--- config.mk ---
export PLATFORM = sky130hd
export DESIGN_NAME = lShl
export DESIGN_NICKNAME = d
export VERILOG_FILES = /design/src/g729Pkg.sv /design/src/lShl.sv
export SDC_FILE = /design/constraint.sdc
export NUM_CORES = 1
export LEC_CHECK = 0
export BUFFER_PORTS_ARGS = -buffer_cell sky130_fd_sc_hd__buf_4
export CORE_ASPECT_RATIO = 1.5
export CORE_UTILIZATION = 45
export CTS_CLUSTER_DIAMETER = 80
export DETAILED_ROUTE_END_ITERATION = 12
export PLACE_DENSITY = 0.75
export SYNTH_ARGS = -nofsm -noshare
export SYNTH_HDL_FRONTEND = slang
export SYNTH_SLANG_ARGS = --single-unit
--- constraint.sdc ---
create_clock -name clk -period 2.6 [get_ports clk]
set_clock_uncertainty 0.1 [all_clocks]
set_input_delay 0.13 -clock clk [delete_from_list [all_inputs] [get_ports clk]]
set_output_delay 0.13 -clock clk [all_outputs]
set_load 0.005 [all_outputs]
--- src/g729Pkg.sv ---
`default_nettype none

package g729Pkg;

	////////////////////////////////////////////////////////////
	// Data words

	// Q15 sample for x, h and y
	typedef logic signed [15:0] word16;

	// Accumulator and memory word
	typedef logic signed [31:0] word32;

	////////////////////////////////////////////////////////////
	// Scratch memory addressing

	typedef logic [10:0] memAddr;

	// Upper address bits pick the vector region
	typedef logic [4:0] regionId;

	// Lower address bits, also the loop counter width
	typedef logic [5:0] vecIndex;

	////////////////////////////////////////////////////////////
	// Engine FSM

	typedef enum logic [3:0]
	{
		idle,
		outerLoop,
		innerLoop,
		readX,
		readH,
		macWait,
		shiftStart,
		shiftWait,
		writeY,
		finish
	} convState;

endpackage

`default_nettype wire

--- src/lShl.sv ---
`timescale 1ns/1ns
`default_nettype none

module lShl #(
	parameter int shiftAmount = 3
)
(
	input wire clk,
	input wire reset,
	input wire shiftStart,
	input wire g729Pkg::word32 shiftIn,
	output g729Pkg::word32 shiftOut,
	output logic shiftDone
);
	import g729Pkg::*;

	word32 shiftReg;
	logic [5:0] count;
	logic active;
	logic saturated;
	logic negative;

	////////////////////////////////////////////////////////////
	// Step counter, done one cycle after the last shift

	always_ff @(posedge clk)
	begin
		if (reset)
		begin
			active <= 1'b0;
			count <= '0;
		end
		else if (shiftStart)
		begin
			active <= 1'b1;
			count <= 6'(shiftAmount);
		end
		else if (active)
		begin
			if (count == '0)
				active <= 1'b0;
			else
				count <= count - 1'b1;
		end
	end

	// One bit per step, sign change latches saturation
	always_ff @(posedge clk)
	begin
		if (shiftStart)
		begin
			shiftReg <= shiftIn;
			negative <= shiftIn[31];
			saturated <= 1'b0;
		end
		else if (active && count != '0)
		begin
			shiftReg <= shiftReg << 1;
			if (shiftReg[31] != shiftReg[30])
				saturated <= 1'b1;
		end
	end

	assign shiftDone = active && (count == '0);
	assign shiftOut = !saturated ? shiftReg :
		(negative ? 32'sh8000_0000 : 32'sh7fff_ffff);

endmodule

`default_nettype wire

# Word-level counts from Yosys, hierarchy flattened
# Cells that the tools add are included.
# Widths: inputs -> output; s select.
[totals] ff_bits=41 latchBits=0 ramBits=0 mem_bits_ro=0 in_bits=35 out_inout_bits=33 word_cells=30 memories=0
[classes] addsub=1 n_mul=0 div=0 n_lt_le_gt_ge=0 n_eq_ne=2 n_shift=0 muxes=10 bitwise=1 reduce_logical=10
[ops] cell="$mux 32" n=4
[ops] cell="$logic_not 6->1" n=1
[ops] cell="$mux 2" n=3
[ops] cell="$reduce_and 2->1" n=3
[ops] cell="$reduce_bool 6->1" n=1
[ops] cell="$sub 6x1->6 const B" n=1
[ops] cell="$reduce_bool 2->1" n=2
[ops] cell="$mux 1" n=3
[ops] cell="$logic_and 1x1->1" n=2
[ops] cell="$ne 2x2->1 const B" n=1
[ops] cell="$reduce_or 2->1" n=1
[ops] cell="$ne 1x1->1" n=1
[ops] cell="$not 1->1" n=1

# Depth between registers and ports, before layout
[logic_depth] ltp_word=4 mapped_depth=6 ltp_nobuf=5

# Worst setup path after synthesis
# Ideal clock, no wire load.
[synth_timing] path_type="register -> register" startpoint="register count[0]" endpoint="register shiftReg[0], enable pin" setup_time_ns=0.478 arrival_time_ns=1.968 required_time_ns=2.022 path_slack_ns=0.054 path_stages_with_launch=7 n_path_buf=1 period_less_slack_ns=2.546 path_cell_list="dfxtp_1 inv_1 ha_1 or4b_1 clkbuf_2 o21ai_0 nand2_1"
[synth_between] elab_chain_len=3
[synth_rtl] element="start, declared" line="lShl.sv:18" text="logic [5:0] count;"
[synth_rtl] element="start signal, assigned" line="lShl.sv:36" text="count <= 6'(shiftAmount);"
[synth_rtl] element="start signal, assigned" line="lShl.sv:43" text="count <= count - 1'b1;"
[synth_rtl] element="$reduce_bool 6->1" line="lShl.sv:56" text="else if (active && count != '0)"
[synth_rtl] element="$logic_and 1x1->1" line="lShl.sv:56"
[synth_rtl] element="$reduce_bool 2->1 (no source line)"
[synth_rtl] element="end signal, assigned" line="lShl.sv:52" text="shiftReg <= shiftIn;"
[synth_rtl] element="end signal, assigned" line="lShl.sv:58" text="shiftReg <= shiftReg << 1;"
[synth_rtl] element="end, declared" line="lShl.sv:17" text="word32 shiftReg;"
# Every way passes these cells.
# A chain may end at the register's enable or synchronous reset.

# Worst setup path in the final report
[layout_timing] startpoint="register count[0]" endpoint="register shiftReg[6], enable pin"
# Same word-level chain as after synthesis.

==> key figures <==
Run status
  – Status: complete, but fails checks
  – Failing checks: DRC

Synthesis
  – Post-synth ARST share: 0%
  – Post-Syn Nets: 197
  – Post-synthesis mux area share: 16.9%
  – Top cell type by total area after synthesis: edfxtp_1
  – Synthesized flop and latch total: 41
  – Post-synth cell types: 28
  – Top-count cell post-synth: edfxtp_1
  – Post-synthesis sequential area ratio: 56.0%
  – Synth warnings: 0
  – Dominant cells by area after synthesis: edfxtp_1 (48%), mux2_2 (16%), o21a_1 (11%), dfxtp_1 (7.8%), clkbuf_1 (1.8%)
  – Top cells by instance count after synthesis: edfxtp_1 (33), mux2_2 (30), o21a_1 (30)
  – Syn Area/Cell: 12.8 sq um
  – Compound-Gate Fraction of Synth Area: 15.9%
  – Cell Area, Synth: 2060 sq um
  – Combinational family with the most area after synthesis: multiplexers
  – Post-synthesis instance total: 160
  – Post-synth EDFFs: 33
  – Top FF cell, synth: edfxtp_1
  – Area share of fa/ha/maj cells after synthesis: 1.22%
  – Post-Synth Simple-Gate Area: 6.15%
  – Post-Synth XOR/XNOR Area: 0.426%
  – Post-synth top area share: 48.2%

Placement
  – Port bufs: 67
  – Place WS: 0.322 ns
  – Placed insts: 264
  – DP Area: 2590 sq um
  – Routability cong.: 0.725
  – HPWL Detailed: 3020 um

Critical path
  – Worst Setup Start Kind: flip-flop
  – Reg-to-reg endpoint: shiftReg[6]
  – Worst Path Arrival: 2.22 ns
  – RR Startpoint: count[0]
  – WS Path Type: reg -> reg
  – Setup crit end kind: flip-flop
  – R2R cell count: 6
  – R2r setup slk: 0.29 ns
  – CP required: 2.50 ns
  – Critical path peak fanout: 32

Global route
  – Initial antenna violation count: 0
  – First-pass GRT wire length: 7150 um
  – GRT overflow: 0
  – Vias in the first global route: 1519
  – Largest net degree at the start of global routing: 40
  – Overall global routing resource usage: 19.3%

Layout
  – N_diodes: 0
  – Fillcell total: 360
  – Final Instance Count excl. Fillers: 274
  – Fin area: 2720 sq um
  – Layout area overhead: 32.3%
  – Ratio of cells with drive above 1 in the final layout: 47.4%
  – Final core utilization: 63.0%
  – Nets@finish: 264

Detailed routing
  – Routed Antenna Nets: 0
  – Number of remaining DRC errors: 4
  – Routed wl met3: 152 um
  – Via Count: 1481
  – Met2 wire length: 2250 um
  – Drt first pass iters: 8
  – Met1 wire length: 1870 um
  – Wire per inst: 15.7 um
  – Initial DRC Count: 44
  – Highest metal used: met4
  – Total Wirelength: 4310 um
  – Via density: 5.41

Timing
  – Final Worst Setup Slack: 0.287 ns
  – Fin. Hold Viols: 0
  – Period utilisation layout: 89.0%
  – Setup TNS: 0 ns
  – Unrepaired setup endpoints after global routing: no
  – Count of final max-slew check failures: 0
  – Worst Max-Slew Pin Slew: 0.449 ns
  – Slew margin rel.: 70.1%
  – Fmax: 432 MHz
  – Final setup viols: 0
  – Min Clock Period, post-route: 2.31 ns
  – WHS: 0.0310 ns

Pwr
  – Pwr dens: 639 nW/um^2
  – VDD IR-drop max: 0.000367 V
  – Design Power: 1.74 mW
  – Leakage power: 1.10 nW

Floorplanning
  – CORE AREA: 4320 sq um
  – Starting Density: 47.6%
  – DIE WIDTH: 57.2 um
  – DIE HEIGHT: 84.8 um
  – Io pins: 68
  – Die area: 4850 sq um
  – Rows: 29

Clock tree
  – Clock tree buffer depth: 2
  – Clock root buffer: clkbuf_8
  – PostCTS Resize Cnt: 0
  – Clk slew on worst S/H paths: 0.08 ns
  – CTS tree: built
  – Max H-tree Level: 2
  – CTS buffer count: 5
  – Clk_lat worst skew: 0.29 ns
  – CTS sink count: 41

Min path
  – Worst Hold End: shiftReg[0]
  – Worst hold start: shiftIn[0]
  – HP Class: in -> reg
  – Hold Path Stages: 2

Run
  – Max Cap Viol: 0
## layer usage
layer  global-route usage [%]  up-vias
met2                     32.1       36
met3                     4.01        4
met5                        0        -
met1                     25.0      706
met4                     5.99        0
li1                         -      735
## how the worst max path moves through the flow
stage              from      endpoint  slack [ns]  cells past startpoint
2_1_floorplan  count[0]   shiftReg[0]        0.05                      6
3_3_place_gp   count[0]  shiftReg[28]        0.37                      6
3_5_place_dp   count[0]  shiftReg[28]        0.32                      6
4_1_cts        count[0]   shiftReg[6]        0.29                      6
5_1_grt        count[0]   shiftReg[4]        0.14                      6
6_report       count[0]   shiftReg[6]        0.29                      6
## registers in the layout, summed over array words and instances, names as in the netlist
register and count:
active 1, count 6, negative 1, saturated 1, shiftReg 32
## power by group
group,internal (mW),switching (mW),total (mW)
logic,0.245,0.161,0.406
clock network,0.284,0.215,0.499
registers,0.793,0.0393,0.832
## cell families after synthesis
kind of cell,Yosys count
buffers and inverters,18
DFF,41
and+or+nand+nor,21
AOI/OAI and AO/OA,46
adders and majority gates,2
muxes,31
xor gates and xnor gates,1
## timing repair
action | CTS | global route
endpoints found under the hold margin | 4 | 0
buffers inserted | 0 | 0
hold buffers | 2 | 0
## worst max-delay path: stages (launching register included)
cell and delay, ns:
dfxtp_1 0.36, inv_1 0.10, ha_1 0.17, or4b_1 0.59
o21ai_0 0.33, nand2_1 0.09, buf_4 0.27
## final cells by class
cell class,count,area [sq um],share of cell area [%]
sequential,41,1150,42.3
clock inverter,2,33.8,1.24
timing repair buffer,72,546,20.1
inverter,6,22.5,0.828
tap,46,57.6,2.12
clock buffer,6,72.6,2.67
multi-input combinational,101,836,30.7
## placed cells by master, fill, tap and decap left out, types with 4 or more instances in the layout
master	instances
edfxtp_1	33
a21oi_1	5
o21a_1	30
buf_4	70
clkbuf_8	5
o21ai_0	6
nand2_1	4
or4_1	4
inv_1	6
mux2_2	30
dfxtp_1	8
Note: power is estimated with default switching activity, not from simulation.
