<file path="config.mk">
export PLATFORM = sky130hd
export DESIGN_NAME = lMac
export DESIGN_NICKNAME = d
export VERILOG_FILES = /design/src/g729Pkg.sv /design/src/lMac.sv
export SDC_FILE = /design/constraint.sdc
export NUM_CORES = 1
export LEC_CHECK = 0
export BUFFER_PORTS_ARGS = -buffer_cell sky130_fd_sc_hd__buf_4
export CORE_MARGIN = 2
export CORE_UTILIZATION = 62
export CTS_BUF_LIST = sky130_fd_sc_hd__clkbuf_16
export CTS_CLUSTER_SIZE = 24
export DETAILED_ROUTE_END_ITERATION = 10
export MAX_ROUTING_LAYER = met4
export PLACE_DENSITY = 0.89
export SKIP_LAST_GASP = 1
export SYNTH_ARGS = -nofsm -noshare
export SYNTH_HDL_FRONTEND = slang
export SYNTH_SLANG_ARGS = --single-unit
</file>
<file path="constraint.sdc">
create_clock -name clk -period 11.7 [get_ports clk]
set_input_delay 1.17 -clock clk [delete_from_list [all_inputs] [get_ports clk]]
set_output_delay 1.17 -clock clk [all_outputs]
set_load 0.03 [all_outputs]
</file>
<file path="src/g729Pkg.sv">
`default_nettype none

package g729Pkg;

	////////////////////////////////////////////////////////////
	// Data words

	// Q15 sample for x, h and y
	typedef logic signed [15:0] word16;

	// Accumulator and memory word
	typedef logic signed [31:0] word32;

	////////////////////////////////////////////////////////////
	// Scratch memory addressing

	typedef logic [10:0] memAddr;

	// Upper address bits pick the vector region
	typedef logic [4:0] regionId;

	// Lower address bits, also the loop counter width
	typedef logic [5:0] vecIndex;

	////////////////////////////////////////////////////////////
	// Engine FSM

	typedef enum logic [3:0]
	{
		idle,
		outerLoop,
		innerLoop,
		readX,
		readH,
		macWait,
		shiftStart,
		shiftWait,
		writeY,
		finish
	} convState;

endpackage

`default_nettype wire

</file>
<file path="src/lMac.sv">
`timescale 1ns/1ns
`default_nettype none

module lMac
(
	input wire clk,
	input wire reset,
	input wire macValid,
	input wire g729Pkg::word16 macA,
	input wire g729Pkg::word16 macB,
	input wire g729Pkg::word32 macAcc,
	output g729Pkg::word32 macResult
);
	import g729Pkg::*;

	word32 product;
	word32 doubled;
	logic signed [32:0] wideSum;
	word32 satSum;

	always_comb
	begin
		product = macA * macB;
		// L_mult overflows only for 8000 x 8000
		if (product == 32'sh4000_0000)
			doubled = 32'sh7fff_ffff;
		else
			doubled = product <<< 1;
		// L_add with saturation
		wideSum = {doubled[31], doubled} + {macAcc[31], macAcc};
		if (wideSum[32] != wideSum[31])
			satSum = wideSum[32] ? 32'sh8000_0000 : 32'sh7fff_ffff;
		else
			satSum = wideSum[31:0];
	end

	always_ff @(posedge clk)
	begin
		if (reset)
			macResult <= '0;
		else if (macValid)
			macResult <= satSum;
	end

endmodule

`default_nettype wire

</file>
## Word-level counts from Yosys, hierarchy flattened

Index checks and enable logic that the tools add are counted.

| storage, ports and cells | value |
|---|---|
| register bits | 32 |
| bits in latches | 0 |
| bits in writable memories | 0 |
| bits in read-only memories | 0 |
| input bits | 67 |
| output and inout bits | 32 |
| word-level logic and storage cells | 8 |
| memories | 0 |

| cells by class | value |
|---|---|
| $add $sub $neg | 1 |
| $mul | 1 |
| divide/modulo/power cells | 0 |
| magnitude comparators | 0 |
| equality and inequality tests | 2 |
| shift operators | 0 |
| multiplexer cells | 3 |
| bitwise gates (word level) | 0 |
| reductions and logical operators | 0 |

Operator list:

| cell | number |
|---|---|
| two-way mux 32 bit | 3 |
| adder 32 x 32 -> 33 bit | 1 |
| == test 32 bit, second input constant | 1 |
| multiplier 16 x 16 -> 32 bit | 1 |
| inequality test 1 bit | 1 |

## Depth between registers and ports, before layout

Gate-level depths: netlist of the first run.

| logic depth | value |
|---|---|
| depth in word-level cells | 6 |
| depth in mapped cells | 40 |
| gate-level depth less buffers | 35 |

## Worst setup path before layout of the first run

No wires, ideal clock.

| timing | value |
|---|---|
| path kind | in2reg |
| start | input macA[15] |
| end | register macResult[25] |
| library setup time | 115 ps |
| arrival | 10150 ps |
| required time | 11585 ps |
| slack | 1436 ps |
| cell stages on the path | 34 |
| buffers on the path | 3 |
| cell sequence | clkbuf_1 nand2_1 fa_1 inv_1 fa_1 fa_1 fa_1 fa_1 fa_1 ha_1 a21o_1 a21o_1 a211oi_1 inv_1 o311ai_1 a21oi_1 a211oi_1 xnor2_1 nand4_2 buf_6 buf_6 inv_2 ha_1 fa_1 a21oi_1 o22a_1 a21oi_1 o21ai_0 o211ai_1 or4_1 a31o_2 and2_1 maj3_1 o21a_1 |

| between the ends | value |
|---|---|
| longest elaborated chain between the ends | 6 |
| elaborated cells on any way between the ends | 7 |
| those cells by class | add/sub: 1; mul: 1; eq/ne: 2; mux: 3 |

RTL lines:

| element | RTL line | source |
|---|---|---|
| start: declaration | lMac.sv:9 | `input wire g729Pkg::word16 macA,` |
| multiplier 16 x 16 -> 32 bit * | lMac.sv:23 | `product = macA * macB;` |
| == test 32 bit | lMac.sv:25 | `if (product == 32'sh4000_0000)` |
| two-way mux 32 bit * | lMac.sv:25 |  |
| adder 32 x 32 -> 33 bit * | lMac.sv:30 | `wideSum = {doubled[31], doubled} + {macAcc[31], macAcc};` |
| two-way mux 32 bit or inequality test 1 bit (tied branches) | lMac.sv:32, lMac.sv:31 |  |
| two-way mux 32 bit * | lMac.sv:31 | `if (wideSum[32] != wideSum[31])` |
| end signal: assignment | lMac.sv:42 | `macResult <= satSum;` |
| end: declaration | lMac.sv:12 | `output g729Pkg::word32 macResult` |

Every way passes the cells marked *; elsewhere a longest branch is shown, timed or not.
A chain may end at the register's enable or synchronous reset.

## Worst setup path in the final report of the first run

| timing | value |
|---|---|
| start | input macA[15] |
| end | register macResult[15] |

The elaborated chain is that of the path after synthesis.

==> results.py, run 1 <==
metrics = {
    "floorplan": {
        "start_util_pct": 63.5,
        "chipWidth_um": 151,
        "core.rowCount": 53,
        "die_area_mm2": 0.0228,
        "ioPinCount": 99,
        "core-area_mm2": 0.0211,
        "die_h_um": 151,
    },
    "logic_synthesis": {
        "synth_area_leaders": "fa_1 (39%), ha_1 (11%), inv_1 (6.9%), and2_1 (6.3%), dfxtp_1 (4.8%)",
        "synthFlopType": "dfxtp_1",
        "synth_top_cell_by_area": "fa_1",
        "ys_async_sr_fraction_pct": 0,
        "synth_nets": 1929,
        "ys_types": 83,
        "synth-edff-count": 0,
        "ys_warn_count": 0,
        "synth-seq-area-share_pct": 4.78,
        "synth_cells": 1485,
        "ys_ff_latch": 32,
        "synth_top_area_share_pct": 39.3,
        "avgSynthCellArea_um2": 9.02,
        "syn_area_mm2": 0.0134,
    },
    "cells_and_area": {
        "antenna_cells": 0,
        "nets": 1981,
        "reg.largest.list": "macResult x32",
        "fin_area_mm2": 0.0144,
        "syn_to_final_growth_pct": 7.67,
        "largest_reg_flops": 32,
        "drive_above_1_share_pct": 12.0,
        "largest_register": "macResult",
    },
    "critical_path": {
        "worstSetupPathType": "input pin to register",
        "crit_path_end_kind": "register",
        "r2r_end": "macResult[15]",
        "crit_path_max_fanout": 27,
        "slowest_stage": "fa_2",
        "max_stage_delay_ns": 0.76,
        "crit_arrival_ns": 11.09,
        "critPathRequiredTime_ns": 11.83,
        "reg2reg_slack_ns": 10.93,
        "start_kind": "input pin",
        "rr_worst_depth": 2,
        "r2r_start": "macResult[15]",
        "cpMostUsedCell": "fa_1",
    },
    "drt": {
        "via_per_inst": 5.96,
        "ant_nets": 0,
        "drt_iter0_drc": 834,
        "wl_um": 31700,
        "via_count": 10800,
        "dr.pass1.iters": 5,
        "route.detailed.wl_per_inst_um": 17.5,
        "route.detailed.drc": 0,
    },
    "placed_design": {
        "gp_congestion": 0.943,
        "dp_hpwl_um": 26400,
        "placed_area_mm2": 0.0142,
        "io_buffers": 98,
    },
    "clock_tree": {
        "clock_tree.buffer_depth": 2,
        "cts_max_level": 2,
        "cts_buffers": 5,
        "insertion_delay_ns": 0.28,
        "cts_post_setup_buffers_inserted": 0,
        "cts_tree": "yes",
        "clkSlewWorstSetupHoldPaths_ns": 0.06,
        "cts_root_buffer": "clkbuf_16",
        "cts.sinks": 32,
    },
    "sta": {
        "setup_violations": 0,
        "worstMarginPinSlew_ns": 0.681,
        "rsz0062_at_grt": "no",
        "slew_violations": 0,
        "period_needed_ns": 10.96,
        "skew_ns": 0,
        "setup-tns-final_ns": 0,
        "slew_headroom_pct": 54.6,
        "period_share_pct": 93.7,
        "fmax_ghz": 0.0912,
        "hold_viol_final": 0,
    },
    "worst_hold_path": {
        "min_from": "macResult[29]",
        "hp-class": "register to register",
        "hold_end": "macResult[29]",
        "hold_depth": 2,
    },
    "global_route": {
        "grt_pass1_wl_um": 53500,
        "grt_antenna_before_repair": 0,
        "grt_overflow_total": 0,
        "grt_start_max_net_pins": 63,
        "grt_usage_pct": 30.2,
        "grt_pass1_vias": 11500,
    },
    "status": {
        "status": "finished clean",
    },
    "run": {
        "cap_violations": 0,
    },
}
## critical path, delay by kind of cell
kind | cells | cell delay [ns]
adders and majority gates | 9 | 4.11
AOI/OAI and AO/OA | 12 | 2.97
and+or+nand+nor | 7 | 1.92
buffers and inverters | 5 | 0.87
## layer usage
layer	up-vias	share of wire (%)	global-route usage, %
met1	5454	38	36.3
met4	0	4.0	11.7
met2	391	53	53.0
met5	-	0	-
li1	4844	-	-
met3	109	4.5	2.44
## layout by cell type (no fill, tap or decap), drive strengths merged, types with 19 or more instances in the layout
master	count
and2	136
xnor2	40
inv	246
maj3	28
ha	114
a211oi	44
nor2	80
dfxtp	32
o21ai	38
a21o	19
a21oi	52
buf	103
nand2	164
fa	263
## Yosys cell counts (20+ instances only)
library cell  instances
nor2_1               80
clkbuf_1             46
a21oi_1              51
and2_1              135
inv_1               245
ha_1                114
o21ai_0              34
xnor2_1              40
dfxtp_1              32
maj3_2               20
nand2_1             155
fa_1                263
a211oi_2             24
## cell families after synthesis
| group | after synthesis | synth area share [%] |
|---|---|---|
| fa+ha+maj | 405 | 52.2 |
| flops | 32 | 4.78 |
| buf+inv | 304 | 8.90 |
| mux | 1 | 0.0747 |
| xor+xnor | 56 | 3.66 |
| simple gates | 465 | 17.7 |
| compound gates | 222 | 12.6 |
## worst max path at each step
stage / startpoint / endpoint / slack [ns] / cells past startpoint
6_report: macA[15] / macResult[15] / 0.74 / 33
5_1_grt: macA[15] / macResult[15] / 0.14 / 33
2_1_floorplan: macA[15] / macResult[25] / 1.44 / 34
4_1_cts: macA[15] / macResult[15] / 0.54 / 33
3_5_place_dp: macA[15] / macResult[6] / 0.31 / 33
3_3_place_gp: macA[15] / macResult[8] / 0.58 / 33
## timing repair
item                                    in CTS  in global routing
endpoints found under the setup margin       0                 29
resized for setup                            0                  3
hold buffers                                 0                  0
## through the flow
stage	std cells	hold slack, ns	setup slack [ns]	util [%]
finish	1813	0.485	0.735	68.4
global route	1813	0.515	0.139	68.4
CTS	1813	0.488	0.545	68.3
detailed placement	1805	0.481	0.314	67.5
global placement	1805	0.476	0.577	67.5
floorplan	1485	0.599	1.44	-
## area by class of cell
class                           count  area, um^2
Clock buffer                        5         125
Fill cell                        1605        6670
Timing Repair Buffer              103         773
Clock inverter                      3        37.5
Tap cell                          275         344
Multi-Input combinational cell   1149       11600
Inverter                          246         923
Sequential cell                    32         641
Power of run 1 is not shown: default switching activity piles up to over one toggle a cycle in this logic, so the estimate is an artifact.
==> run 2: changes to the inputs <==
--- a/config.mk
+++ b/config.mk
@@ -6,13 +6,15 @@
 export NUM_CORES = 1
 export LEC_CHECK = 0
 export BUFFER_PORTS_ARGS = -buffer_cell sky130_fd_sc_hd__buf_4
+export CELL_PAD_IN_SITES_DETAIL_PLACEMENT = 1
+export CELL_PAD_IN_SITES_GLOBAL_PLACEMENT = 1
 export CORE_MARGIN = 2
-export CORE_UTILIZATION = 62
+export CORE_UTILIZATION = 49
 export CTS_BUF_LIST = sky130_fd_sc_hd__clkbuf_16
 export CTS_CLUSTER_SIZE = 24
 export DETAILED_ROUTE_END_ITERATION = 10
 export MAX_ROUTING_LAYER = met4
-export PLACE_DENSITY = 0.89
+export PLACE_DENSITY = 0.9
 export SKIP_LAST_GASP = 1
 export SYNTH_ARGS = -nofsm -noshare
 export SYNTH_HDL_FRONTEND = slang
==> results.py, run 2 (same netlist as run 1, synthesis figures left out) <==
metrics = {
    "floorplan": {
        "core-area_mm2": 0.0269,
        "start_util_pct": 49.8,
        "die_area_mm2": 0.0287,
        "chipWidth_um": 169,
        "core.rowCount": 60,
        "ioPinCount": 99,
        "die_h_um": 169,
    },
    "sta": {
        "slew_headroom_pct": 52.1,
        "whs_ns": 0.502,
        "period_share_pct": 97.0,
        "period_needed_ns": 11.35,
        "hold_viol_final": 0,
        "setup_violations": 0,
        "worstMarginPinSlew_ns": 0.714,
        "skew_ns": 0,
        "fmax_ghz": 0.0881,
        "slew_violations": 0,
    },
    "critical_path": {
        "crit_arrival_ns": 11.46,
        "critPathRequiredTime_ns": 11.82,
        "worstSetupPathType": "input pin to register",
        "start_kind": "input pin",
        "max_stage_delay_ns": 0.55,
        "crit_path_max_fanout": 27,
        "cpMostUsedCell": "fa_1",
        "crit_path_end_kind": "register",
        "rr_worst_depth": 2,
        "slowest_stage": "fa_2",
    },
    "cells_and_area": {
        "drive_above_1_share_pct": 12.5,
        "antenna_cells": 0,
        "fill_cells": 3139,
        "reg.largest.list": "macResult x32",
        "final_cell_mix": "fa_1 (262), inv_1 (245), nand2_1 (155)",
        "syn_to_final_growth_pct": 8.66,
        "largest_reg_flops": 32,
        "nets": 1985,
        "layout_commonest_cell": "fa_1",
        "largest_register": "macResult",
    },
    "drt": {
        "wl_um": 43400,
        "via_count": 11300,
        "via_per_inst": 6.01,
        "dr.pass1.iters": 5,
        "route.detailed.wl_per_inst_um": 23.0,
        "route.detailed.drc": 0,
        "drt_iter0_drc": 707,
        "ant_nets": 0,
    },
    "global_route": {
        "grt_overflow_total": 0,
        "grt_pass1_wl_um": 68800,
        "grt_usage_pct": 31.6,
        "grt_start_max_net_pins": 63,
        "grt_pass1_vias": 13200,
        "grt_antenna_before_repair": 0,
    },
    "clock_tree": {
        "cts_max_level": 2,
        "cts_tree": "yes",
        "clkSlewWorstSetupHoldPaths_ns": 0.06,
        "cts.sinks": 32,
        "cts_buffers": 5,
        "clock_tree.buffer_depth": 2,
        "cts_root_buffer": "clkbuf_16",
        "insertion_delay_ns": 0.28,
    },
    "worst_hold_path": {
        "hp-class": "register to register",
        "hold_depth": 2,
    },
    "placed_design": {
        "dp_hpwl_um": 34600,
        "gp_congestion": 0.862,
        "io_buffers": 98,
    },
    "status": {
        "status": "finished clean",
    },
    "run": {
        "cap_violations": 0,
    },
}
-- run 2: worst paths after layout --
check | slack, ns | to | from
worst min-delay path | 0.50 | macResult[29] | macResult[29]
worst max-delay path | 0.35 | macResult[13] | macB[2]
worst min register to register | 0.50 | macResult[29] | macResult[29]
worst max register to register | 10.81 | macResult[21] | macResult[21]
-- run 2: final cells by class --
class | instances | area [um^2] | share of cell area, %
Clock buffer | 5 | 125 | 0.860
Sequential cell | 32 | 641 | 4.40
Timing Repair Buffer | 106 | 796 | 5.47
Inverter | 246 | 923 | 6.35
Multi-Input combinational cell | 1150 | 11600 | 79.9
Tap cell | 341 | 427 | 2.93
Clock inverter | 3 | 18.8 | 0.129
-- run 2: metal layers --
layer / global-route usage (%) / share of wire [%]
met5: - / 0
met4: 20.9 / 7.5
met3: 3.54 / 4.0
met2: 55.7 / 53
met1: 33.5 / 36
-- run 2: critical path: cells and delay by family --
| kind | cells | cell delay, ns |
|---|---|---|
| simple gates | 8 | 2.69 |
| fa+ha+maj | 9 | 4.13 |
| xor+xnor | 1 | 0.20 |
| buf+inv | 8 | 1.22 |
| compound gates | 9 | 2.00 |
-- run 2: what timing repair did --
action                                 in CTS  in global routing
setup endpoints to repair                  27                 32
gates cloned                                0                  1
pin swaps                                   0                  2
gates resized for setup                     1                  6
setup buffers                               0                  4
endpoints found under the hold margin       0                  0
hold buffers                                0                  0
-- run 2: through the flow --
step           setup TNS (ns)  worst slack [ns]  std cells  util, %  cell area, um^2
5_1_grt               -0.0650           -0.0650       1883     54.1            14600
6_report                    0             0.354       1883     54.1            14600
3_5_place_dp            -6.52            -0.270       1870     53.3            14300
4_1_cts                     0            0.0597       1878     53.8            14500
3_3_place_gp                0             0.497       1870     53.3            14300
2_1_floorplan               0              1.44       1485        -            13400
Power of run 2 is left out for the same reason.
