File: config.mk
export PLATFORM = sky130hd
export DESIGN_NAME = memArbiter_flat
export DESIGN_NICKNAME = d
export VERILOG_FILES = /design/src/g729Pkg.sv /design/src/memBus.sv /design/src/memArbiter.sv /design/src/flat_wrapper.sv
export SDC_FILE = /design/constraint.sdc
export NUM_CORES = 1
export LEC_CHECK = 0
export BUFFER_PORTS_ARGS = -buffer_cell sky130_fd_sc_hd__buf_2
export CORE_AREA = 10 10 81 83
export DETAILED_ROUTE_END_ITERATION = 10
export DIE_AREA = 0 0 91 93
export GPL_ROUTABILITY_DRIVEN = 0
export PLACE_DENSITY_LB_ADDON = 0.05
export SLEW_MARGIN = 20
export SYNTH_ARGS = -nofsm -noshare
export SYNTH_HDL_FRONTEND = slang
export SYNTH_SLANG_ARGS = --single-unit
File: constraint.sdc
create_clock -name clk -period 3.15 [get_ports clk]
set_clock_uncertainty 0.2 [all_clocks]
set_input_delay 0.315 -clock clk [delete_from_list [all_inputs] [get_ports clk]]
set_output_delay 0.315 -clock clk [all_outputs]
set_load 0.1 [all_outputs]
File: src/g729Pkg.sv
`default_nettype none

package g729Pkg;

	////////////////////////////////////////////////////////////
	// Data words

	// Q15 sample for x, h and y
	typedef logic signed [15:0] word16;

	// Accumulator and memory word
	typedef logic signed [31:0] word32;

	////////////////////////////////////////////////////////////
	// Scratch memory addressing

	typedef logic [10:0] memAddr;

	// Upper address bits pick the vector region
	typedef logic [4:0] regionId;

	// Lower address bits, also the loop counter width
	typedef logic [5:0] vecIndex;

	////////////////////////////////////////////////////////////
	// Engine FSM

	typedef enum logic [3:0]
	{
		idle,
		outerLoop,
		innerLoop,
		readX,
		readH,
		macWait,
		shiftStart,
		shiftWait,
		writeY,
		finish
	} convState;

endpackage

`default_nettype wire

File: src/memBus.sv
`timescale 1ns/1ns
`default_nettype none

// One port into the scratch memory, read data one cycle after addr
interface memBus;
	import g729Pkg::*;

	memAddr addr;
	logic writeEn;
	word32 writeData;
	word32 readData;

	modport requester
	(
		output addr,
		output writeEn,
		output writeData,
		input readData
	);

	modport arbiter
	(
		input addr,
		input writeEn,
		input writeData,
		output readData
	);

endinterface

`default_nettype wire

File: src/memArbiter.sv
`timescale 1ns/1ns
`default_nettype none

module memArbiter
(
	input wire clk,
	input wire reset,
	input wire busy,
	memBus.arbiter engineBus,
	memBus.arbiter hostBus,
	output g729Pkg::memAddr memAddrOut,
	output logic memWriteEn,
	output g729Pkg::word32 memWriteData,
	input wire g729Pkg::word32 memReadData,
	output logic hostGrant
);
	logic engineHeld;
	logic engineOwns;

	// Ownership register, engine keeps the port one cycle past busy
	always_ff @(posedge clk)
	begin
		if (reset)
			engineHeld <= 1'b0;
		else
			engineHeld <= busy;
	end

	// Engine wins from the first busy cycle on
	assign engineOwns = busy | engineHeld;
	assign hostGrant = ~engineOwns;

	////////////////////////////////////////////////////////////
	// Port mux, host writes fall on the floor while engine owns

	always_comb
	begin
		if (engineOwns)
		begin
			memAddrOut = engineBus.addr;
			memWriteEn = engineBus.writeEn;
			memWriteData = engineBus.writeData;
		end
		else
		begin
			memAddrOut = hostBus.addr;
			memWriteEn = hostBus.writeEn;
			memWriteData = hostBus.writeData;
		end
	end

	// Both sides see every read word
	assign engineBus.readData = memReadData;
	assign hostBus.readData = memReadData;

endmodule

`default_nettype wire

File: src/flat_wrapper.sv
// flat-port wrapper written by rule: the top's interface ports become plain ports
module memArbiter_flat 
  (clk, reset, busy, memAddrOut, memWriteEn, memWriteData, memReadData, hostGrant, engineBus_addr, engineBus_writeEn, engineBus_writeData, engineBus_readData, hostBus_addr, hostBus_writeEn, hostBus_writeData, hostBus_readData);
  memBus engineBus_i ();
  memBus hostBus_i ();
  input wire clk;
  input wire reset;
  input wire busy;
  output g729Pkg::memAddr memAddrOut;
  output logic memWriteEn;
  output g729Pkg::word32 memWriteData;
  input wire g729Pkg::word32 memReadData;
  output logic hostGrant;
  input wire logic [$bits(engineBus_i.addr)-1:0] engineBus_addr;
  input wire logic [$bits(engineBus_i.writeEn)-1:0] engineBus_writeEn;
  input wire logic [$bits(engineBus_i.writeData)-1:0] engineBus_writeData;
  output wire logic [$bits(engineBus_i.readData)-1:0] engineBus_readData;
  input wire logic [$bits(hostBus_i.addr)-1:0] hostBus_addr;
  input wire logic [$bits(hostBus_i.writeEn)-1:0] hostBus_writeEn;
  input wire logic [$bits(hostBus_i.writeData)-1:0] hostBus_writeData;
  output wire logic [$bits(hostBus_i.readData)-1:0] hostBus_readData;
  assign engineBus_i.addr = engineBus_addr;
  assign engineBus_i.writeEn = engineBus_writeEn;
  assign engineBus_i.writeData = engineBus_writeData;
  assign engineBus_readData = engineBus_i.readData;
  assign hostBus_i.addr = hostBus_addr;
  assign hostBus_i.writeEn = hostBus_writeEn;
  assign hostBus_i.writeData = hostBus_writeData;
  assign hostBus_readData = hostBus_i.readData;
  memArbiter u_core (.clk(clk), .reset(reset), .busy(busy), .engineBus(engineBus_i), .hostBus(hostBus_i), .memAddrOut(memAddrOut), .memWriteEn(memWriteEn), .memWriteData(memWriteData), .memReadData(memReadData), .hostGrant(hostGrant));
endmodule
# Yosys cells after proc, flatten, opt, wreduce, memory -nomap -nowiden
# Index checks and enable logic that the tools add are counted.
[word_totals] n_memories=0 output_inout_bits=109 mem_bits_rw=0 inputBits=123 ff_bits=1 rom_bits=0 latchBits=0
[op_classes] n_reduce_logical=0 mux=3 shift=0 div_mod_pow=0 n_addsub=0 eq_ne=0 multipliers=0 bitwise_logic=2 n_lt_le_gt_ge=0
[ops] cell="32-bit two-way mux" count=1
[ops] cell="11-bit two-way mux" count=1
[ops] cell="1-bit two-way mux" count=1
[ops] cell="1-bit NOT" count=1
[ops] cell="1-bit OR" count=1

# Depth between registers and ports, before layout
# Gate-level depths: netlist of the first run.
[logic_depth] ltp_word=2 depth_mapped=3 ltp_nobuf=2

# Worst setup path after synthesis of the first run
# Ideal clock, no wire load.
[synth_path] kind="reg2out" from="reg u_core.engineHeld" to="out memAddrOut[0]" required_time_ns=2.635 t_arrival_ns=1.294 stages_incl_launch_ff=3 setup_slack_ns=1.341 path_buffers=0 path_cell_list="dfxtp_1 nor2_8 mux2_1"
[synth_via] elab_chain_cells=2
[synth_rtl] item="from (decl)" line_no="memArbiter.sv:17" rtl="logic engineHeld;"
[synth_rtl] item="from (signal assigned)" line_no="memArbiter.sv:26" rtl="engineHeld <= busy;"
[synth_rtl] item="1-bit OR" line_no="memArbiter.sv:30" rtl="assign engineOwns = busy | engineHeld;"
[synth_rtl] item="11-bit two-way mux" line_no="memArbiter.sv:38" rtl="if (engineOwns)"
[synth_rtl] item="to (decl)" line_no="flat_wrapper.sv:9" rtl="output g729Pkg::memAddr memAddrOut;"
# No other way between the ends.

# Final worst setup path of the first run
[layout_path] from="in busy" to="out memWriteData[31]"
[layout_via] elab_chain_cells=2
[layout_rtl] item="from (decl)" line_no="flat_wrapper.sv:8" rtl="input wire busy;"
[layout_rtl] item="1-bit OR" line_no="memArbiter.sv:30"
[layout_rtl] item="32-bit two-way mux" line_no="memArbiter.sv:38"
[layout_rtl] item="to (decl)" line_no="flat_wrapper.sv:11" rtl="output g729Pkg::word32 memWriteData;"
# No other way between the ends.

==> summary.txt, run 1 <==
Status
  – Status: completed

Floorplanning
  – Total I/O pin count: 232
  – Core ar.: 0.00501 mm²
  – DIE WIDTH: 91 µm
  – Initial Util: 24.9%
  – Die area: 0.00846 mm²
  – Die H: 93 µm
  – # rows: 26

Routing
  – Vias post-DR: 994
  – Post-route ant nets: 0
  – Metal-1 WL: 1390 µm
  – Met2 Wirelength: 2460 µm
  – Met3 wire len: 658 µm
  – Via/cell ratio: 3.93
  – WL per Instance: 18.7 µm
  – Drt total wl: 4740 µm
  – DRT iter0 DRCs: 6
  – Pre-antenna DRT Iters: 2
  – Highest Signal Layer: met4
  – DRC viols: 0

Logic synthesis
  – Post-Syn Area: 0.00125 mm²
  – Number of standard cells after synthesis: 115
  – Seq/Total Area, Yosys: 1.60%
  – Net Count, Synth: 238
  – Syn avg cell area: 10.9 µm²
  – Distinct cells, synth: 8
  – Syn. warnings: 0
  – FF+latch count, synth: 1

Layout
  – Max reg flops: 1
  – Share of layout cells above drive strength 1: 96.7%
  – Final core utilization: 29.4%
  – Largest regs: u_core.engineHeld x1
  – Synth-to-Final Area Change: 17.8%
  – Diode count: 0
  – Final-stage net count: 308
  – Largest register by flop count: u_core.engineHeld

Clock tree
  – Resized Gates After CTS: 0
  – Post-CTS Setup Inserts: 0
  – Cts hold-fix bufs: 0
  – Clock transition at the registers of the reported paths: 0 ns

Critical path
  – CP required: 2.63 ns
  – Worst Setup End Kind: primary output
  – CP max FO: 30
  – Setup CP Type: in -> out
  – Worst Path Arrival: 1.77 ns
  – Crit path launch type: primary input

Global route
  – GRT Residual Overflow: 0
  – Vias in the first global route: 1212
  – Pin count of the biggest net entering global routing: 31
  – Initial antenna violation count: 0
  – First-pass GRT wire length: 6910 µm
  – Gr usage total: 9.79%

Timing
  – Unrepaired setup endpoints after global routing: no
  – Final period utilization: 72.5%
  – Setup_tns: 0 ns
  – # setup viols final: 0
  – Fmax: 0.438 GHz
  – Min Clock Period, post-route: 2.28 ns
  – Fin. Hold Viols: 0
  – Slew Viols, Final: 0
  – Slew @ Worst Pin: 0.507 ns
  – Relative slew slack: 66.5%

Worst hold path
  – Hold Path Class: in -> reg

Placed design
  – Port Buffers: 135
  – DP Wirelength: 4340 µm

Run
  – Max Cap Violations: 0

Power and ir drop
  – Leakage: 0.886 nW
  – Max VDD drop: 0.149 mV
  – Power Dens Cells: 399 mW/mm²
==> area by class of cell <==
type	count	area (µm²)
Fill cell	588	3540
Multi-Input combinational cell	46	668
Sequential cell	1	20.0
Tap cell	70	87.6
Timing Repair Buffer	136	696
==> power by group <==
group | switching (mW) | internal (mW) | leakage (nW)
combinational | 0.429 | 0.143 | 0.878
clock | 0 | 0 | 0
sequential | 0.000952 | 0.0136 | 0.00834
==> cell families (layout without fill, tap and decap cells) <==
group,after synthesis,after routing,share of synthesized area (%)
buffers and inverters,68,136,44.9
muxes,44,44,51.4
and+or+nand+nor,2,2,2.10
DFF,1,1,1.60
==> critical path, stage by stage <==
cell,delay [ns]
buf_2,0.14
nor2_8,0.36
buf_12,0.29
mux2_2,0.36
buf_2,0.29
==> cell usage after synthesis <==
master    n  area share (%)
mux2_1    4             3.6
nor2b_1   1            0.50
nor2_8    1             1.6
buf_12    4             6.4
mux2_2    1            0.90
dfxtp_1   1             1.6
buf_4    64              38
mux2_4   39              47
==> final timing paths <==
kind	start	to	slack, ns	cells after the start
max	busy	memWriteData[31]	0.87	5
min	reset	u_core.engineHeld	0.27	2
==> per-stage QoR <==
step                      hold slack, ns  total power, mW  setup WS [ns]  instance area, µm²  instances
final                              0.272            0.587          0.867                1470        253
after global routing               0.287            0.608          0.792                1470        253
after CTS                          0.275            0.595          0.842                1470        253
after detailed placement           0.275            0.594          0.843                1470        253
after global placement             0.273            0.593          0.872                1470        253
after floorplan                    0.187            0.881           1.34                1250        115
==> cell usage in the layout (no fill, tap or decap) <==
cell and count:
mux2_2 1, buf_12 1, dfxtp_1 1, buf_2 135, mux2_1 4, mux2_4 39, nor2_8 1, nor2b_1 1
==> routing by layer <==
layer	vias to the layer above	GRT usage [%]
li1	457	-
met3	36	5.04
met4	0	4.57
met2	88	18.6
met5	-	0
met1	413	8.38
No activity file was read; power rests on OpenSTA's default activity.
==> run 2: changes to the inputs <==
- ABC_AREA: not set -> 1
- CORE_AREA: 10 10 81 83 -> 10 10 82 84
- DIE_AREA: 0 0 91 93 -> 0 0 92 94
- clock period: 3.15 -> 2.4 ns (I/O delays scaled with it)
==> run 2 against run 1 <==
  * Core utilization up 12 points
  * Via count rose by 40%
  * Global-route usage up 1.8 points
  * Cell area up 42%
  * Synthesized cell count is 86% higher
  * Synthesized area decreased by 2.8%
  * Critical endpoint is now memAddrOut[8]
  * Largest cell class unchanged
==> summary.txt, run 2 <==
Routing
  – Post-route ant nets: 0 (unchanged)
  – DRC viols: 0 (unchanged)
  – Vias post-DR: 1389 (+40%)
  – WL per Instance: 16.5 µm (-12%)
  – Via/cell ratio: 4.04 (+2.8%)
  – DRT iter0 DRCs: 33 (+27)
  – Drt total wl: 5680 µm (+20%)
  – Pre-antenna DRT Iters: 2 (unchanged)

Timing
  – Min Clock Period, post-route: 1.87 ns
  – Relative slew slack: 73.2% (+6.8 points)
  – Fin. Hold Viols: 0 (unchanged)
  – Unrepaired setup endpoints after global routing: no
  – Slew Viols, Final: 0 (unchanged)
  – Setup_tns: 0 ns (unchanged)
  – # setup viols final: 0 (unchanged)
  – Slew @ Worst Pin: 0.402 ns (-0.105 ns)
  – Hold Slack: 0.198 ns (-0.0742 ns)
  – Final period utilization: 77.7%
  – Fmax: 0.536 GHz

Logic synthesis
  – Net Count, Synth: 337 (+42%)
  – FF+latch count, synth: 1 (unchanged)
  – Yosys top cell area share: 39.6% (-7.3 points)
  – Top_reg_cell synth: dfxtp_1
  – Most common cell in the synthesized netlist: nand2_1
  – Syn avg cell area: 5.67 µm² (-48%)
  – Synth cell count leaders: nand2_1, buf_4, o21ai_0
  – Post-Syn Area: 0.00121 mm² (-2.8%)
  – Distinct cells, synth: 14 (+6)
  – Number of standard cells after synthesis: 214 (+86%)
  – Seq/Total Area, Yosys: 1.65% (+0.046 points)
  – Synth async-reset ratio: 0% (unchanged)
  – Syn. warnings: 0 (unchanged)
  – EDFF count, synth: 0 (unchanged)
  – Top cells by area, synth: buf_4, nand2_1, o21ai_0
  – Cell accounting for the most synthesized area: buf_4

Global route
  – Initial antenna violation count: 0 (unchanged)
  – First-pass GRT wire length: 8290 µm (+20%)
  – Gr usage total: 11.6% (+1.8 points)
  – Vias in the first global route: 1463 (+21%)
  – GRT Residual Overflow: 0 (unchanged)
  – Pin count of the biggest net entering global routing: 45 (+45%)

Layout
  – Largest regs: u_core.engineHeld x1
  – Final-stage net count: 399 (+30%)
  – Commonest non-fill, non-tap cell in the layout: buf_2
  – Max reg flops: 1 (unchanged)
  – Final core utilization: 41.3% (+12 points)
  – Most frequent cells in the layout: buf_2, nand2_1, buf_12, o21ai_0, nand2_2
  – Largest register by flop count: u_core.engineHeld
  – Synth-to-Final Area Change: 72.6%
  – Diode count: 0 (unchanged)
  – Share of layout cells above drive strength 1: 54.0% (-43 points)

Power and ir drop
  – Power Dens Cells: 486 mW/mm² (+22%)
  – Leakage: 1.13 nW (+28%)
  – Max VDD drop: 0.180 mV (+20%)

Run
  – Max Cap Violations: 0 (unchanged)

Status
  – Status: completed

Critical path
  – CP max FO: 28 (-6.7%)
  – CP required: 1.96 ns (-0.67 ns)
  – Setup CP Type: in -> out
  – Worst Path Arrival: 1.43 ns (-0.34 ns)
  – Crit path launch type: primary input
  – Worst Setup End Kind: primary output

Worst hold path
  – Hold Path Class: in -> reg

Floorplanning
  – Die area: 0.00865 mm² (+2.2%)
  – DIE WIDTH: 92 µm (+1.1%)
  – Total I/O pin count: 232 (unchanged)
  – # rows: 26 (unchanged)
  – Die H: 94 µm (+1.1%)
  – Core ar.: 0.00507 mm² (+1.3%)
  – Initial Util: 23.9% (-1.0 points)

Clock tree
  – Cts hold-fix bufs: 0 (unchanged)
  – Post-CTS Setup Inserts: 0 (unchanged)
  – Clock transition at the registers of the reported paths: 0 ns (unchanged)
  – Resized Gates After CTS: 0 (unchanged)

Placed design
  – Port Buffers: 135 (unchanged)
  – DP Wirelength: 4870 µm (+12%)
[run 2: cell types whose count changed after synthesis, moves of 4 or more]
cell,delta
buf_6,+5
mux2_1,-4
mux2_4,-39
nand2_1,+79
nand2_2,+9
o21ai_0,+40
o21ai_1,+4
[run 2: logic make-up after synthesis]
| group | Yosys count | synth area share (%) |
|---|---|---|
| DFF | 1 | 1.65 |
| and+or+nand+nor | 90 | 31.0 |
| AOI/OAI and AO/OA | 44 | 18.1 |
| buffers and inverters | 79 | 49.2 |
[run 2: stage by stage]
stage	instance area, µm²	worst slack [ns]	total power, mW	instances
after floorplan	1210	0.468	1.13	214
after global placement	2090	0.523	1.03	344
after detailed placement	2090	0.496	1.03	344
after CTS	2090	0.494	1.03	344
after global routing	2090	0.421	1.05	344
final	2090	0.534	1.02	344
[run 2: per-layer routing]
| layer | GRT usage [%] | wire (µm) | vias up |
|---|---|---|---|
| met2 | 25.6 | 3490 | 64 |
| met5 | 0 | 0 | - |
| met3 | 3.28 | 484 | 17 |
| met1 | 9.47 | 1620 | 581 |
| li1 | - | - | 727 |
| met4 | 2.57 | 84 | 0 |
[run 2: layout make-up]
cell class	instances	area (µm²)
fill	536	2980
multi-input combinational	134	597
inverter	1	3.75
tap	70	87.6
timing repair buffer	138	1390
sequential	1	20.0
[run 2: critical path, cell delays in order]
cell     delay, ns
buf_2         0.23
nor2_8        0.34
buf_12        0.23
nand2_1       0.07
nand2_1       0.11
buf_12        0.18
[run 2: worst paths after layout]
| path | startpoint | end | slack [ns] | cells after the start |
|---|---|---|---|---|
| setup / recovery | busy | memAddrOut[8] | 0.53 | 6 |
| hold / removal | reset | u_core.engineHeld | 0.20 | 2 |
[run 2: report_power, final]
part	total, mW	switching [mW]	internal [mW]
combinational	1.00	0.659	0.341
sequential	0.0194	0.00154	0.0179
clock	0	0	0
total	1.02	0.660	0.359
